==> config.mk <==
export PLATFORM = sky130hd
export DESIGN_NAME = csr_unit_top
export DESIGN_NICKNAME = d
export VERILOG_FILES = /design/src/hw/csr_pkg.sv /design/src/hw/csr_decode.sv /design/src/hw/csr_trap_ctrl.sv /design/src/hw/csr_file.sv /design/src/hw/csr_unit_top.sv
export SDC_FILE = /design/constraint.sdc
export NUM_CORES = 1
export LEC_CHECK = 0
export ABC_AREA = 1
export BUFFER_PORTS_ARGS = -buffer_cell sky130_fd_sc_hd__buf_2
export CAP_MARGIN = 20
export CELL_PAD_IN_SITES_DETAIL_PLACEMENT = 1
export CELL_PAD_IN_SITES_GLOBAL_PLACEMENT = 1
export CORE_ASPECT_RATIO = 0.6
export CORE_MARGIN = 2
export CORE_UTILIZATION = 31
export CTS_BUF_LIST = sky130_fd_sc_hd__clkbuf_16
export CTS_CLUSTER_SIZE = 14
export DETAILED_ROUTE_END_ITERATION = 12
export PLACE_DENSITY_LB_ADDON = 0.1
export SYNTH_ARGS = -nofsm -noshare
export SYNTH_HDL_FRONTEND = slang
export SYNTH_SLANG_ARGS = --single-unit
==> constraint.sdc <==
create_clock -name clk -period 6.8 [get_ports clk]
set_clock_uncertainty 0.15 [all_clocks]
set_input_delay 1.36 -clock clk [delete_from_list [all_inputs] [get_ports clk]]
set_output_delay 1.36 -clock clk [all_outputs]
set_load 0.05 [all_outputs]
==> src/hw/csr_pkg.sv <==
// CSR unit package: base types, opcode, CSR op, address and cause enums, masks, reset values, structs
package csr_pkg;
  localparam int XLEN = 32;

  typedef logic [XLEN-1:0] rdata_t;
  typedef logic [XLEN-1:0] pc_t;
  typedef logic [11:0]     csr_addr_t;
  typedef logic [4:0]      reg_idx_t;

  // Major opcode of the system instruction space
  typedef enum logic [6:0] {
    OPC_SYSTEM = 7'b111_0011
  } opcode_e;

  // Encoded as funct3, so a CSR instruction maps straight onto this enum
  typedef enum logic [2:0] {
    CSR_OP_NONE = 3'b000,
    CSR_OP_RW   = 3'b001,
    CSR_OP_RS   = 3'b010,
    CSR_OP_RC   = 3'b011,
    CSR_OP_RWI  = 3'b101,
    CSR_OP_RSI  = 3'b110,
    CSR_OP_RCI  = 3'b111
  } csr_op_e;

  typedef enum logic [11:0] {
    CSR_MSTATUS  = 12'h300,
    CSR_MISA     = 12'h301,
    CSR_MIE      = 12'h304,
    CSR_MTVEC    = 12'h305,
    CSR_MSCRATCH = 12'h340,
    CSR_MEPC     = 12'h341,
    CSR_MCAUSE   = 12'h342,
    CSR_MTVAL    = 12'h343,
    CSR_MIP      = 12'h344,
    CSR_CYCLE    = 12'hC00,
    CSR_CYCLEH   = 12'hC80,
    CSR_MHARTID  = 12'hF14
  } csr_addr_e;

  // Interrupt codes carry the top bit of mcause
  typedef enum logic [XLEN-1:0] {
    EXC_INSTR_MISALIGNED = 32'h0000_0000,
    EXC_ILLEGAL_INSTR    = 32'h0000_0002,
    EXC_BREAKPOINT       = 32'h0000_0003,
    EXC_ECALL_M          = 32'h0000_000B,
    IRQ_M_SW             = 32'h8000_0003,
    IRQ_M_TIMER          = 32'h8000_0007,
    IRQ_M_EXT            = 32'h8000_000B
  } exc_cause_e;

  // Full encodings of the privileged instructions
  localparam rdata_t INSTR_ECALL  = 32'h0000_0073;
  localparam rdata_t INSTR_EBREAK = 32'h0010_0073;
  localparam rdata_t INSTR_MRET   = 32'h3020_0073;

  localparam rdata_t MSTATUS_WMASK = 32'h807F_F9BB;
  localparam rdata_t MIE_WMASK     = 32'h0000_0888;
  localparam rdata_t MTVEC_WMASK   = 32'hFFFF_FFFD;
  localparam rdata_t MEPC_WMASK    = 32'hFFFF_FFFC;

  localparam rdata_t MSTATUS_RST = 32'h0000_1880;
  localparam rdata_t MTVEC_RST   = 32'h0000_1000;
  // RV32I, machine mode only
  localparam rdata_t MISA_VAL    = 32'h4000_0100;
  localparam rdata_t MHARTID_VAL = 32'h0000_0000;

  localparam int MST_MIE_BIT  = 3;
  localparam int MST_MPIE_BIT = 7;

  // Same positions in mie and mip
  localparam int IRQ_SW_BIT    = 3;
  localparam int IRQ_TIMER_BIT = 7;
  localparam int IRQ_EXT_BIT   = 11;

  localparam rdata_t VEC_OFF_SW    = 32'h0000_000C;
  localparam rdata_t VEC_OFF_TIMER = 32'h0000_001C;
  localparam rdata_t VEC_OFF_EXT   = 32'h0000_002C;

  typedef struct packed {
    logic sw;
    logic timer;
    logic ext;
  } s_irq_t;

  typedef struct packed {
    logic      valid;
    csr_op_e   op;
    csr_addr_t addr;
    reg_idx_t  rd;
    logic      rs1_is_x0;
    logic [4:0] uimm;
    logic      ecall;
    logic      ebreak;
    logic      mret;
    logic      illegal;
  } s_csr_cmd_t;

  typedef struct packed {
    logic   mst_mie;
    logic   mst_mpie;
    rdata_t mie;
    rdata_t mtvec;
    pc_t    mepc;
  } s_csr_view_t;

  typedef struct packed {
    logic   take;
    logic   is_mret;
    rdata_t cause;
    pc_t    epc;
    rdata_t tval;
    pc_t    target;
  } s_trap_req_t;

  typedef struct packed {
    logic     valid;
    reg_idx_t rd;
    rdata_t   data;
  } s_wb_t;

  typedef struct packed {
    logic active;
    pc_t  pc_addr;
  } s_trap_info_t;
endpackage

==> src/hw/csr_decode.sv <==
// CSR decoder: SYSTEM instruction word to CSR command, privileged ops and illegal flag
`timescale 1ns/10ps
module csr_decode
  import csr_pkg::*;
(
  input  rdata_t     instr_i,
  input  logic       instr_valid_i,
  output s_csr_cmd_t cmd_o
);
  logic       is_system;
  logic       is_csr;
  logic       addr_ok;
  logic [2:0] funct3;
  csr_addr_t  csr_addr;
  csr_op_e    op;
  logic       is_ecall;
  logic       is_ebreak;
  logic       is_mret;

  always_comb begin
    funct3    = instr_i[14:12];
    csr_addr  = instr_i[31:20];
    is_system = (instr_i[6:0] == OPC_SYSTEM);

    // funct3 000 is the privileged group, 100 is reserved
    case (funct3)
      CSR_OP_RW,
      CSR_OP_RS,
      CSR_OP_RC,
      CSR_OP_RWI,
      CSR_OP_RSI,
      CSR_OP_RCI: op = is_system ? csr_op_e'(funct3) : CSR_OP_NONE;
      default:    op = CSR_OP_NONE;
    endcase
    is_csr = (op != CSR_OP_NONE);

    case (csr_addr)
      CSR_MSTATUS,
      CSR_MISA,
      CSR_MIE,
      CSR_MTVEC,
      CSR_MSCRATCH,
      CSR_MEPC,
      CSR_MCAUSE,
      CSR_MTVAL,
      CSR_MIP,
      CSR_CYCLE,
      CSR_CYCLEH,
      CSR_MHARTID: addr_ok = 1'b1;
      default:     addr_ok = 1'b0;
    endcase

    // Matched on the whole word, any other privileged form is illegal
    is_ecall  = (instr_i == INSTR_ECALL);
    is_ebreak = (instr_i == INSTR_EBREAK);
    is_mret   = (instr_i == INSTR_MRET);

    cmd_o.valid     = instr_valid_i;
    cmd_o.op        = op;
    cmd_o.addr      = csr_addr;
    cmd_o.rd        = instr_i[11:7];
    cmd_o.rs1_is_x0 = (instr_i[19:15] == 5'd0);
    cmd_o.uimm      = instr_i[19:15];
    cmd_o.ecall     = instr_valid_i && is_ecall;
    cmd_o.ebreak    = instr_valid_i && is_ebreak;
    cmd_o.mret      = instr_valid_i && is_mret;
    // Read-only write check needs rs1 data and is done in the CSR file
    cmd_o.illegal   = instr_valid_i &&
                      !(is_ecall || is_ebreak || is_mret || (is_csr && addr_ok));
  end
endmodule

==> src/hw/csr_trap_ctrl.sv <==
// Trap controller: interrupt and exception priority, cause, epc, tval and redirect target
`timescale 1ns/10ps
module csr_trap_ctrl
  import csr_pkg::*;
(
  input  s_csr_cmd_t  cmd_i,
  input  pc_t         pc_i,
  input  rdata_t      instr_i,
  input  s_irq_t      irq_i,
  input  s_csr_view_t view_i,
  input  logic        ro_write_i,
  output s_trap_req_t trap_req_o
);
  logic        irq_en;
  logic        ext_pend;
  logic        sw_pend;
  logic        timer_pend;
  logic        pc_misaligned;
  logic        is_irq;
  exc_cause_e  cause;
  pc_t         mtvec_base;
  rdata_t      vec_off;
  s_trap_req_t req;

  always_comb begin
    // Interrupts only land on a valid instruction slot
    irq_en     = cmd_i.valid && view_i.mst_mie;
    ext_pend   = irq_en && irq_i.ext   && view_i.mie[IRQ_EXT_BIT];
    sw_pend    = irq_en && irq_i.sw    && view_i.mie[IRQ_SW_BIT];
    timer_pend = irq_en && irq_i.timer && view_i.mie[IRQ_TIMER_BIT];

    pc_misaligned = cmd_i.valid && (pc_i[1:0] != 2'b00);

    req   = '0;
    cause = EXC_INSTR_MISALIGNED;

    // Fixed priority: irqs first, then sync exceptions, then mret
    if (ext_pend) begin
      req.take = 1'b1;
      cause    = IRQ_M_EXT;
    end
    else if (sw_pend) begin
      req.take = 1'b1;
      cause    = IRQ_M_SW;
    end
    else if (timer_pend) begin
      req.take = 1'b1;
      cause    = IRQ_M_TIMER;
    end
    else if (cmd_i.illegal || ro_write_i) begin
      req.take = 1'b1;
      cause    = EXC_ILLEGAL_INSTR;
      req.tval = instr_i;
    end
    else if (pc_misaligned) begin
      req.take = 1'b1;
      cause    = EXC_INSTR_MISALIGNED;
      req.tval = pc_i;
    end
    else if (cmd_i.ecall) begin
      req.take = 1'b1;
      cause    = EXC_ECALL_M;
    end
    else if (cmd_i.ebreak) begin
      req.take = 1'b1;
      cause    = EXC_BREAKPOINT;
    end
    else if (cmd_i.mret) begin
      req.is_mret = 1'b1;
    end

    req.cause = cause;
    req.epc   = pc_i;

    // Target computation
    is_irq     = req.take && cause[XLEN-1];
    mtvec_base = {view_i.mtvec[XLEN-1:2], 2'b00};
    vec_off    = '0;

    if (view_i.mtvec[0] && is_irq) begin
      case (cause)
        IRQ_M_SW:    vec_off = VEC_OFF_SW;
        IRQ_M_TIMER: vec_off = VEC_OFF_TIMER;
        IRQ_M_EXT:   vec_off = VEC_OFF_EXT;
        default:     vec_off = '0;
      endcase
    end

    if (req.is_mret) begin
      req.target = view_i.mepc;
    end
    else begin
      req.target = mtvec_base + vec_off;
    end
  end

  assign trap_req_o = req;
endmodule

==> src/hw/csr_file.sv <==
// Machine CSR file: registers, masked read-modify-write, trap updates, cycle counter, output flops
`timescale 1ns/10ps
module csr_file
  import csr_pkg::*;
(
  input  logic         clk,
  input  logic         arst_n_i,
  input  s_csr_cmd_t   cmd_i,
  input  rdata_t       rs1_data_i,
  input  s_irq_t       irq_i,
  input  s_trap_req_t  trap_req_i,
  output s_csr_view_t  view_o,
  output logic         ro_write_o,
  output s_wb_t        wb_o,
  output s_trap_info_t trap_o,
  output rdata_t       mip_o
);
  rdata_t mstatus_ff,  next_mstatus;
  rdata_t mie_ff,      next_mie;
  rdata_t mtvec_ff,    next_mtvec;
  rdata_t mscratch_ff, next_mscratch;
  rdata_t mepc_ff,     next_mepc;
  rdata_t mcause_ff,   next_mcause;
  rdata_t mtval_ff,    next_mtval;
  rdata_t mip_ff,      next_mip;

  logic [2*XLEN-1:0] cycle_ff, next_cycle;

  s_wb_t        wb_ff,   next_wb;
  s_trap_info_t trap_ff, next_trap;

  logic   is_csr_op;
  logic   is_imm;
  logic   wr_req;
  logic   wr_en;
  logic   ro_addr;
  rdata_t src_val;
  rdata_t rd_val;

  function automatic rdata_t rmw_val(csr_op_e op, rdata_t old_val, rdata_t src,
                                     rdata_t mask);
    rdata_t val;

    case (op)
      CSR_OP_RW, CSR_OP_RWI: val = src;
      CSR_OP_RS, CSR_OP_RSI: val = old_val | src;
      CSR_OP_RC, CSR_OP_RCI: val = old_val & ~src;
      default:               val = old_val;
    endcase
    return val & mask;
  endfunction

  // Source operand and write qualification
  always_comb begin
    is_csr_op = cmd_i.valid && (cmd_i.op != CSR_OP_NONE);
    is_imm    = (cmd_i.op == CSR_OP_RWI) || (cmd_i.op == CSR_OP_RSI) ||
                (cmd_i.op == CSR_OP_RCI);

    if (is_imm) begin
      src_val = {{(XLEN-5){1'b0}}, cmd_i.uimm};
    end
    else begin
      src_val = cmd_i.rs1_is_x0 ? '0 : rs1_data_i;
    end

    // Set/clear forms with a zero source leave the CSR untouched
    wr_req = is_csr_op && ((cmd_i.op == CSR_OP_RW) || (cmd_i.op == CSR_OP_RWI) ||
                           (src_val != '0));

    case (cmd_i.addr)
      CSR_MCAUSE, CSR_CYCLE, CSR_CYCLEH, CSR_MISA, CSR_MHARTID: ro_addr = 1'b1;
      default:                                                  ro_addr = 1'b0;
    endcase
  end

  assign ro_write_o = wr_req && ro_addr;

  always_comb begin
    wr_en = wr_req && !trap_req_i.take;

    next_mstatus  = mstatus_ff;
    next_mie      = mie_ff;
    next_mtvec    = mtvec_ff;
    next_mscratch = mscratch_ff;
    next_mepc     = mepc_ff;
    next_mcause   = mcause_ff;
    next_mtval    = mtval_ff;
    next_cycle    = cycle_ff + 1'b1;

    // mip only mirrors the request levels
    next_mip                = '0;
    next_mip[IRQ_SW_BIT]    = irq_i.sw;
    next_mip[IRQ_TIMER_BIT] = irq_i.timer;
    next_mip[IRQ_EXT_BIT]   = irq_i.ext;

    case (cmd_i.addr)
      CSR_MSTATUS:  rd_val = mstatus_ff;
      CSR_MIE:      rd_val = mie_ff;
      CSR_MTVEC:    rd_val = mtvec_ff;
      CSR_MSCRATCH: rd_val = mscratch_ff;
      CSR_MEPC:     rd_val = mepc_ff;
      CSR_MCAUSE:   rd_val = mcause_ff;
      CSR_MTVAL:    rd_val = mtval_ff;
      CSR_MIP:      rd_val = mip_ff;
      CSR_CYCLE:    rd_val = cycle_ff[XLEN-1:0];
      CSR_CYCLEH:   rd_val = cycle_ff[2*XLEN-1:XLEN];
      CSR_MISA:     rd_val = MISA_VAL;
      CSR_MHARTID:  rd_val = MHARTID_VAL;
      default:      rd_val = '0;
    endcase

    if (wr_en) begin
      case (cmd_i.addr)
        CSR_MSTATUS:  next_mstatus  = rmw_val(cmd_i.op, rd_val, src_val, MSTATUS_WMASK);
        CSR_MIE:      next_mie      = rmw_val(cmd_i.op, rd_val, src_val, MIE_WMASK);
        CSR_MTVEC:    next_mtvec    = rmw_val(cmd_i.op, rd_val, src_val, MTVEC_WMASK);
        CSR_MSCRATCH: next_mscratch = rmw_val(cmd_i.op, rd_val, src_val, '1);
        CSR_MEPC:     next_mepc     = rmw_val(cmd_i.op, rd_val, src_val, MEPC_WMASK);
        CSR_MTVAL:    next_mtval    = rmw_val(cmd_i.op, rd_val, src_val, '1);
        default:      ;
      endcase
    end

    // Trap entry stacks MIE into MPIE
    if (trap_req_i.take) begin
      next_mepc                  = trap_req_i.epc;
      next_mcause                = trap_req_i.cause;
      next_mtval                 = trap_req_i.tval;
      next_mstatus[MST_MPIE_BIT] = mstatus_ff[MST_MIE_BIT];
      next_mstatus[MST_MIE_BIT]  = 1'b0;
    end
    else if (trap_req_i.is_mret) begin
      next_mstatus[MST_MIE_BIT]  = mstatus_ff[MST_MPIE_BIT];
      next_mstatus[MST_MPIE_BIT] = 1'b1;
    end

    next_wb.valid = is_csr_op && !trap_req_i.take && (cmd_i.rd != '0);
    next_wb.rd    = cmd_i.rd;
    next_wb.data  = rd_val;

    next_trap.active  = trap_req_i.take || trap_req_i.is_mret;
    next_trap.pc_addr = trap_req_i.target;
  end

  always_ff @(posedge clk or negedge arst_n_i) begin
    if (!arst_n_i) begin
      mstatus_ff  <= MSTATUS_RST;
      mie_ff      <= '0;
      mtvec_ff    <= MTVEC_RST;
      mscratch_ff <= '0;
      mepc_ff     <= '0;
      mcause_ff   <= '0;
      mtval_ff    <= '0;
      mip_ff      <= '0;
      cycle_ff    <= '0;
      wb_ff       <= '0;
      trap_ff     <= '0;
    end
    else begin
      mstatus_ff  <= next_mstatus;
      mie_ff      <= next_mie;
      mtvec_ff    <= next_mtvec;
      mscratch_ff <= next_mscratch;
      mepc_ff     <= next_mepc;
      mcause_ff   <= next_mcause;
      mtval_ff    <= next_mtval;
      mip_ff      <= next_mip;
      cycle_ff    <= next_cycle;
      wb_ff       <= next_wb;
      trap_ff     <= next_trap;
    end
  end

  // Trap controller sees the current register state
  assign view_o.mst_mie  = mstatus_ff[MST_MIE_BIT];
  assign view_o.mst_mpie = mstatus_ff[MST_MPIE_BIT];
  assign view_o.mie      = mie_ff;
  assign view_o.mtvec    = mtvec_ff;
  assign view_o.mepc     = mepc_ff;

  assign wb_o   = wb_ff;
  assign trap_o = trap_ff;
  assign mip_o  = mip_ff;
endmodule

==> src/hw/csr_unit_top.sv <==
// CSR unit top level: decode, trap controller and CSR file
`timescale 1ns/10ps
module csr_unit_top
  import csr_pkg::*;
(
  input  logic         clk,
  input  logic         arst_n_i,
  input  rdata_t       instr_i,
  input  logic         instr_valid_i,
  input  pc_t          pc_i,
  input  rdata_t       rs1_data_i,
  input  s_irq_t       irq_i,
  output s_wb_t        wb_o,
  output s_trap_info_t trap_o,
  output rdata_t       mip_o
);
  s_csr_cmd_t  csr_cmd;
  s_csr_view_t csr_view;
  s_trap_req_t trap_req;
  logic        ro_write;

  csr_decode u_csr_decode (
    .instr_i       (instr_i),
    .instr_valid_i (instr_valid_i),
    .cmd_o         (csr_cmd)
  );

  csr_trap_ctrl u_csr_trap_ctrl (
    .cmd_i      (csr_cmd),
    .pc_i       (pc_i),
    .instr_i    (instr_i),
    .irq_i      (irq_i),
    .view_i     (csr_view),
    .ro_write_i (ro_write),
    .trap_req_o (trap_req)
  );

  // Writeback and redirect leave through the CSR file flops
  csr_file u_csr_file (
    .clk        (clk),
    .arst_n_i   (arst_n_i),
    .cmd_i      (csr_cmd),
    .rs1_data_i (rs1_data_i),
    .irq_i      (irq_i),
    .trap_req_i (trap_req),
    .view_o     (csr_view),
    .ro_write_o (ro_write),
    .wb_o       (wb_o),
    .trap_o     (trap_o),
    .mip_o      (mip_o)
  );
endmodule

==> impl_metrics.env, run 1 <==
export IMPL_overflow=0
export IMPL_hold_start="u_csr_file.cycle_ff[29]"
export IMPL_synth_cells=2359
export IMPL_ant_nets=0
export IMPL_clkLatencyLatePin_ps=560
export IMPL_r2r_end="u_csr_file.trap_o[30]"
export IMPL_ys_async_sr_fraction_pct=100.0
export IMPL_cts_sinks=293
export IMPL_critPathArrivalTime_ps=5480
export IMPL_diodes=0
export IMPL_whs_path_depth=1
export IMPL_cts_repair_resized=0
export IMPL_layout_common_cells="nand2_1 (692), dfrtp_1 (289), inv_1 (274)"
export IMPL_leakage_uw=0.009639
export IMPL_crit_family="simple AND/OR/NAND/NOR gates"
export IMPL_io_buffers=175
export IMPL_ff2ff_setup_slack_ps=2140
export IMPL_grt_usage_pct=30.73
export IMPL_hold_ws_ps=317.8
export IMPL_syn_area_sq_um=17040
export IMPL_ys_warn_count=0
export IMPL_fp_dieW_um=306.6
export IMPL_r2r_cells=24
export IMPL_finalSetupViolCount=0
export IMPL_path_class="in -> reg"
export IMPL_finalPower_uw=4143
export IMPL_routedWlPerCell_um=27.02
export IMPL_cts_tree="built"
export IMPL_ctsHoldBuffers=0
export IMPL_startpoint_type="input pin"
export IMPL_grt_max_degree=142
export IMPL_cts_path_max_buffers=3
export IMPL_layout_min_cycle_time_ps=5225
export IMPL_clock_fmax_mhz=191.4
export IMPL_max_stage_delay_ps=530
export IMPL_status="finished, final reports clean"
export IMPL_core_area_sq_um=54250
export IMPL_drc=0
export IMPL_r2r_start="u_csr_file.mstatus_ff[3]"
export IMPL_setup_tns_ps=0
export IMPL_rsz0062_at_grt="false"
export IMPL_num_io_pins=205
export IMPL_tightest_slew_ps=1232
export IMPL_drtIter0Drc=2126
export IMPL_drv_slew=0
export IMPL_syn_area_per_cell_sq_um=7.221
export IMPL_std_cell_rows=66
export IMPL_crit_fanout=5
export IMPL_synth_distinct_cells=52
export IMPL_hold_violations=0
export IMPL_end_kind="register"
export IMPL_ys_ff_latch=293
export IMPL_dr_pass1_iters=5
export IMPL_area_growth_pct=15.81
export IMPL_synth_area_leaders="dfrtp_1 (42%), nand2_1 (15%), inv_1 (5.9%)"
export IMPL_instances_no_fill=3265
export IMPL_die_y_um=185.6
export IMPL_nNetsFinal=2634
export IMPL_drive_gt1_share_pct=12.15
export IMPL_final_common_cell="nand2_1"
export IMPL_yosysTopAreaCellShare_pct=42.45
export IMPL_postCtsSetupRepairBufs=0
export IMPL_dpl_hpwl_um=70310
export IMPL_cp_required_ps=7060
export IMPL_via_per_inst=5.472
export IMPL_clk_pin_slew_ps=60
export IMPL_die_area_sq_um=56900
export IMPL_num_vias=17870
export IMPL_slew_headroom_pct=17.34
export IMPL_placedCellCount=3201
export IMPL_critPathSlowestCell="nor3_1"
export IMPL_synth_top_area_cell="dfrtp_1"
export IMPL_grt_pass1_vias=17230
export IMPL_path_buf_inv=7
export IMPL_grt_pass1_wl_um=124600
export IMPL_hold_path_class="reg -> reg"
export IMPL_synth_edf_count=0
export IMPL_cts_root_buffer="clkbuf_16"
export IMPL_finalWirelength_um=88230
export IMPL_cap_violations=0
export IMPL_holdPathEnd="u_csr_file.cycle_ff[29]"
export IMPL_gp_congestion=0.9681
export IMPL_ys_seq_area_share_pct=43.07
export IMPL_power_density_nw_per_um2=210.0
export IMPL_vdd_ir_drop_max_uv=144.3
export IMPL_placed_area_sq_um=18610
export IMPL_numCtsBuffers=35
export IMPL_fin_crit_sh_pct=76.84
export IMPL_htreeDepth=2
export IMPL_fin_area_sq_um=19730
export IMPL_initial_core_util_pct=31.40
export IMPL_antenna_found_initial=2
export IMPL_synth_ff_type="dfrtp_1"
[layer usage]
metal | wire [um] | vias up | global-route usage [%]
li1 | - | 7884 | -
met4 | 1682 | 4 | 6.549
met3 | 10080 | 104 | 10.32
met5 | 71 | - | 0.7752
met1 | 43360 | 9070 | 47.98
met2 | 33030 | 805 | 39.44
[final cells by class]
class | instances | area [sq um]
inverter | 280 | 1055
timing repair buffer | 218 | 1219
tap | 714 | 893.4
multi-input combinational | 1698 | 8115
fill | 6795 | 34530
clock buffer | 35 | 875.8
clock inverter | 27 | 234.0
sequential | 293 | 7337
[state kept, by name (all words and copies together) (netlist names)]
name and flops:
u_csr_file.trap_o 33, u_csr_file.wb_o 38, u_csr_file.mip_o 3, u_csr_file.mtvec_ff 31
u_csr_file.mtval_ff 32, u_csr_file.mstatus_ff 20, u_csr_file.mscratch_ff 32, u_csr_file.mcause_ff 5
u_csr_file.mepc_ff 32, u_csr_file.mie_ff 3, u_csr_file.cycle_ff 64
[Yosys cell counts, types with 3 or more instances]
| library cell | count |
|---|---|
| nor2_4 | 5 |
| o2111ai_1 | 5 |
| nor2_1 | 230 |
| buf_2 | 42 |
| dfrtp_1 | 289 |
| inv_2 | 9 |
| o21ai_0 | 161 |
| o21ai_1 | 36 |
| nand2_1 | 692 |
| a21oi_1 | 88 |
| xnor2_1 | 8 |
| nand3_1 | 136 |
| clkbuf_1 | 35 |
| o211ai_1 | 20 |
| nand3b_1 | 15 |
| ha_1 | 5 |
| clkinv_1 | 3 |
| buf_6 | 3 |
| nand4_1 | 37 |
| nand2_2 | 4 |
| nor3_1 | 58 |
| nand3_2 | 3 |
| xor2_1 | 71 |
| nor4_1 | 14 |
| inv_1 | 266 |
| o22ai_1 | 29 |
| buf_4 | 33 |
| dfstp_2 | 4 |
| a221oi_1 | 24 |
| nor2_2 | 7 |
[per-stage QoR]
stage	utilization, %	setup WS (ps)
detailed placement	34.29	1119
global placement	34.28	1228
global route	36.36	1158
floorplan	-	2447
finish	36.36	1575
CTS	36.34	1678
[how the worst max path moves through the flow]
stage / startpoint / to / slack [ps] / cells after the start
floorplan: instr_valid_i / u_csr_file.trap_o[30] / 2450 / 24
global placement: instr_valid_i / u_csr_file.trap_o[30] / 1230 / 25
detailed placement: instr_valid_i / u_csr_file.trap_o[30] / 1120 / 25
CTS: instr_valid_i / u_csr_file.trap_o[30] / 1680 / 25
global route: instr_valid_i / u_csr_file.trap_o[30] / 1160 / 25
finish: instr_valid_i / u_csr_file.trap_o[30] / 1570 / 25
[report_power, final]
part / internal (uW) / total [uW] / leakage [uW] / switching (uW)
Sequential: 1790 / 1840 / 0.00368 / 57.4
Clock: 1090 / 1930 / 0.000575 / 836
Combinational: 86.1 / 372 / 0.00538 / 286
Total: 2960 / 4140 / 0.00964 / 1180
[cell families (layout without fill, tap and decap cells)]
group                    after synthesis  after routing  synth area share [%]
adder cells (fa/ha/maj)                6              6                0.4848
flip-flops                           293            293                 43.07
buffers and inverters                396            560                 9.923
AO/OA/AOI/OAI                        374            374                 12.30
XOR/XNOR                              79             79                 4.062
AND/OR/NAND/NOR                     1210           1210                 30.14
other                                  1             29               0.02201
Power figures use the tool's default switching activity.
==> run 2: changes to the inputs <==
==> constraint.sdc (replaced) <==
create_clock -name clk -period 5.48 [get_ports clk]
set_clock_uncertainty 0.15 [all_clocks]
set_input_delay 1.096 -clock clk [delete_from_list [all_inputs] [get_ports clk]]
set_output_delay 1.096 -clock clk [all_outputs]
set_load 0.05 [all_outputs]
==> impl_metrics.env, run 2 (same netlist as run 1, synthesis figures left out) <==
export IMPL_die_y_um=185.6
export IMPL_clkLatencyLatePin_ps=550
export IMPL_grt_usage_pct=31.01
export IMPL_vdd_ir_drop_max_uv=192.3
export IMPL_grt_pass1_wl_um=126000
export IMPL_postCtsSetupRepairBufs=0
export IMPL_layout_min_cycle_time_ps=4613
export IMPL_std_cell_rows=66
export IMPL_drv_slew=0
export IMPL_cp_required_ps=5760
export IMPL_cts_root_buffer="clkbuf_16"
export IMPL_largest_reg_flops=64
export IMPL_slew_headroom_pct=32.92
export IMPL_ff_latch_area_sq_um=7337
export IMPL_fin_crit_sh_pct=84.18
export IMPL_fill_cells=6790
export IMPL_drt_met1_wl_um=43640
export IMPL_io_buffers=175
export IMPL_cts_path_max_buffers=3
export IMPL_path_class="in -> reg"
export IMPL_htreeDepth=2
export IMPL_power_density_nw_per_um2=261.3
export IMPL_drtIter0Drc=1887
export IMPL_final_common_cell="nand2_1"
export IMPL_regMostFlops="u_csr_file.cycle_ff"
export IMPL_nNetsFinal=2663
export IMPL_cts_sinks=293
export IMPL_end_kind="register"
export IMPL_core_area_sq_um=54250
export IMPL_placedCellCount=3231
export IMPL_setup_tns_ps=0
export IMPL_wl_met2_um=33450
export IMPL_ctsHoldBuffers=0
export IMPL_whs_path_depth=1
export IMPL_critPathArrivalTime_ps=4890
export IMPL_fp_dieW_um=306.6
export IMPL_finalWirelength_um=89090
export IMPL_hold_violations=0
export IMPL_gp_congestion=0.9567
export IMPL_clk_pin_slew_ps=60
export IMPL_multiInputGateArea_sq_um=8120
export IMPL_cts_repair_resized=0
export IMPL_drive_gt1_share_pct=13.02
export IMPL_status="finished, final reports clean"
export IMPL_via_per_inst=5.387
export IMPL_area_growth_pct=17.60
export IMPL_antenna_found_initial=6
export IMPL_r2r_cells=25
export IMPL_finalSetupViolCount=0
export IMPL_num_io_pins=205
export IMPL_clock_fmax_mhz=216.8
export IMPL_tightest_slew_ps=1006
export IMPL_die_area_sq_um=56900
export IMPL_grt_pass1_vias=17200
export IMPL_crit_fanout=5
export IMPL_cap_violations=0
export IMPL_grt_max_degree=98
export IMPL_hold_path_class="reg -> reg"
export IMPL_dr_pass1_iters=5
export IMPL_numCtsBuffers=35
export IMPL_highest_layer="met4"
export IMPL_overflow=0
export IMPL_leakage_uw=0.009800
export IMPL_num_vias=17770
export IMPL_ant_nets=0
export IMPL_dpl_hpwl_um=71330
export IMPL_initial_core_util_pct=31.40
export IMPL_layout_common_cells="nand2_1 (692), dfrtp_1 (289), inv_1 (271)"
export IMPL_startpoint_type="input pin"
export IMPL_routedWlPerCell_um=27.01
export IMPL_rsz0062_at_grt="false"
export IMPL_drc=0
export IMPL_route_met3_wl_um=10760
export IMPL_cts_tree="built"
export IMPL_instances_no_fill=3298
## run 2: cell types whose count changed in the layout (fill, tap and decap cells not counted), sizes merged
cell | previous run | this run
buf | 216 | 247
bufinv | 4 | 5
clkbuf | 37 | 36
clkinv | 16 | 18
clkinvlp | 2 | 1
diode | 0 | 4
inv | 285 | 282
## run 2: power breakdown
| part | leakage, uW | total, uW | switching, uW | internal (uW) |
|---|---|---|---|---|
| Clock | 0.000582 | 2470 | 1040 | 1430 |
| Sequential | 0.00368 | 2290 | 73.3 | 2220 |
| Combinational | 0.00553 | 475 | 362 | 113 |
| Total | 0.00980 | 5240 | 1480 | 3760 |
## run 2: cell type report
class	count	area share, %
multi-input combinational	1698	40.53
clock buffer	36	4.497
tap	714	4.459
inverter	280	5.265
sequential	293	36.62
clock inverter	26	1.274
timing repair buffer	247	7.295
antenna	4	0.04997
## run 2: worst paths after layout
| kind | startpoint | to | slack, ps |
|---|---|---|---|
| max | instr_valid_i | u_csr_file.trap_o[30] | 870 |
| min | u_csr_file.cycle_ff[42] | u_csr_file.cycle_ff[42] | 320 |
| max reg2reg | u_csr_file.mstatus_ff[3] | u_csr_file.trap_o[30] | 1100 |
| min reg2reg | u_csr_file.cycle_ff[42] | u_csr_file.cycle_ff[42] | 320 |
| max in group asynchronous | arst_n_i | u_csr_file.cycle_ff[61] | 3470 |
| min in group asynchronous | arst_n_i | u_csr_file.cycle_ff[33] | 420 |
## run 2: per-layer routing
| metal | vias up | GRT usage, % |
|---|---|---|
| met5 | - | 0 |
| met4 | 0 | 4.863 |
| met3 | 68 | 12.50 |
| met2 | 778 | 40.05 |
| met1 | 8968 | 47.60 |
| li1 | 7952 | - |
## run 2: per-stage QoR
step                setup slack, ps  instance area, sq um  total power, uW  utilization (%)  hold WS [ps]
detailed placement            458.2                 18860             2790            34.77         311.1
global route                  478.2                 20020             5392            36.91         349.3
CTS                           983.3                 20020             5245            36.90         321.9
global placement              610.5                 18860             2783            34.77         303.3
finish                        867.1                 20030             5236            36.92         316.0
floorplan                      1391                 17140             2543                -         288.1
## run 2: critical path: stages
cell and delay (ps):
buf_2 120, nand2_1 60, inv_1 100, nand3_1 110
inv_1 110, nor2_1 60, nand2_1 100, inv_1 140
nor2_1 250, ha_1 220, inv_1 50, fa_1 410
nor2_1 130, a21oi_1 130, nor3_1 210, buf_4 170
inv_1 30, nor2_1 300, nand2_1 140, inv_1 150
nand4_1 180, nor2_1 210, nand2_1 100, xor2_1 150
nand2_1 60, nand2_1 70
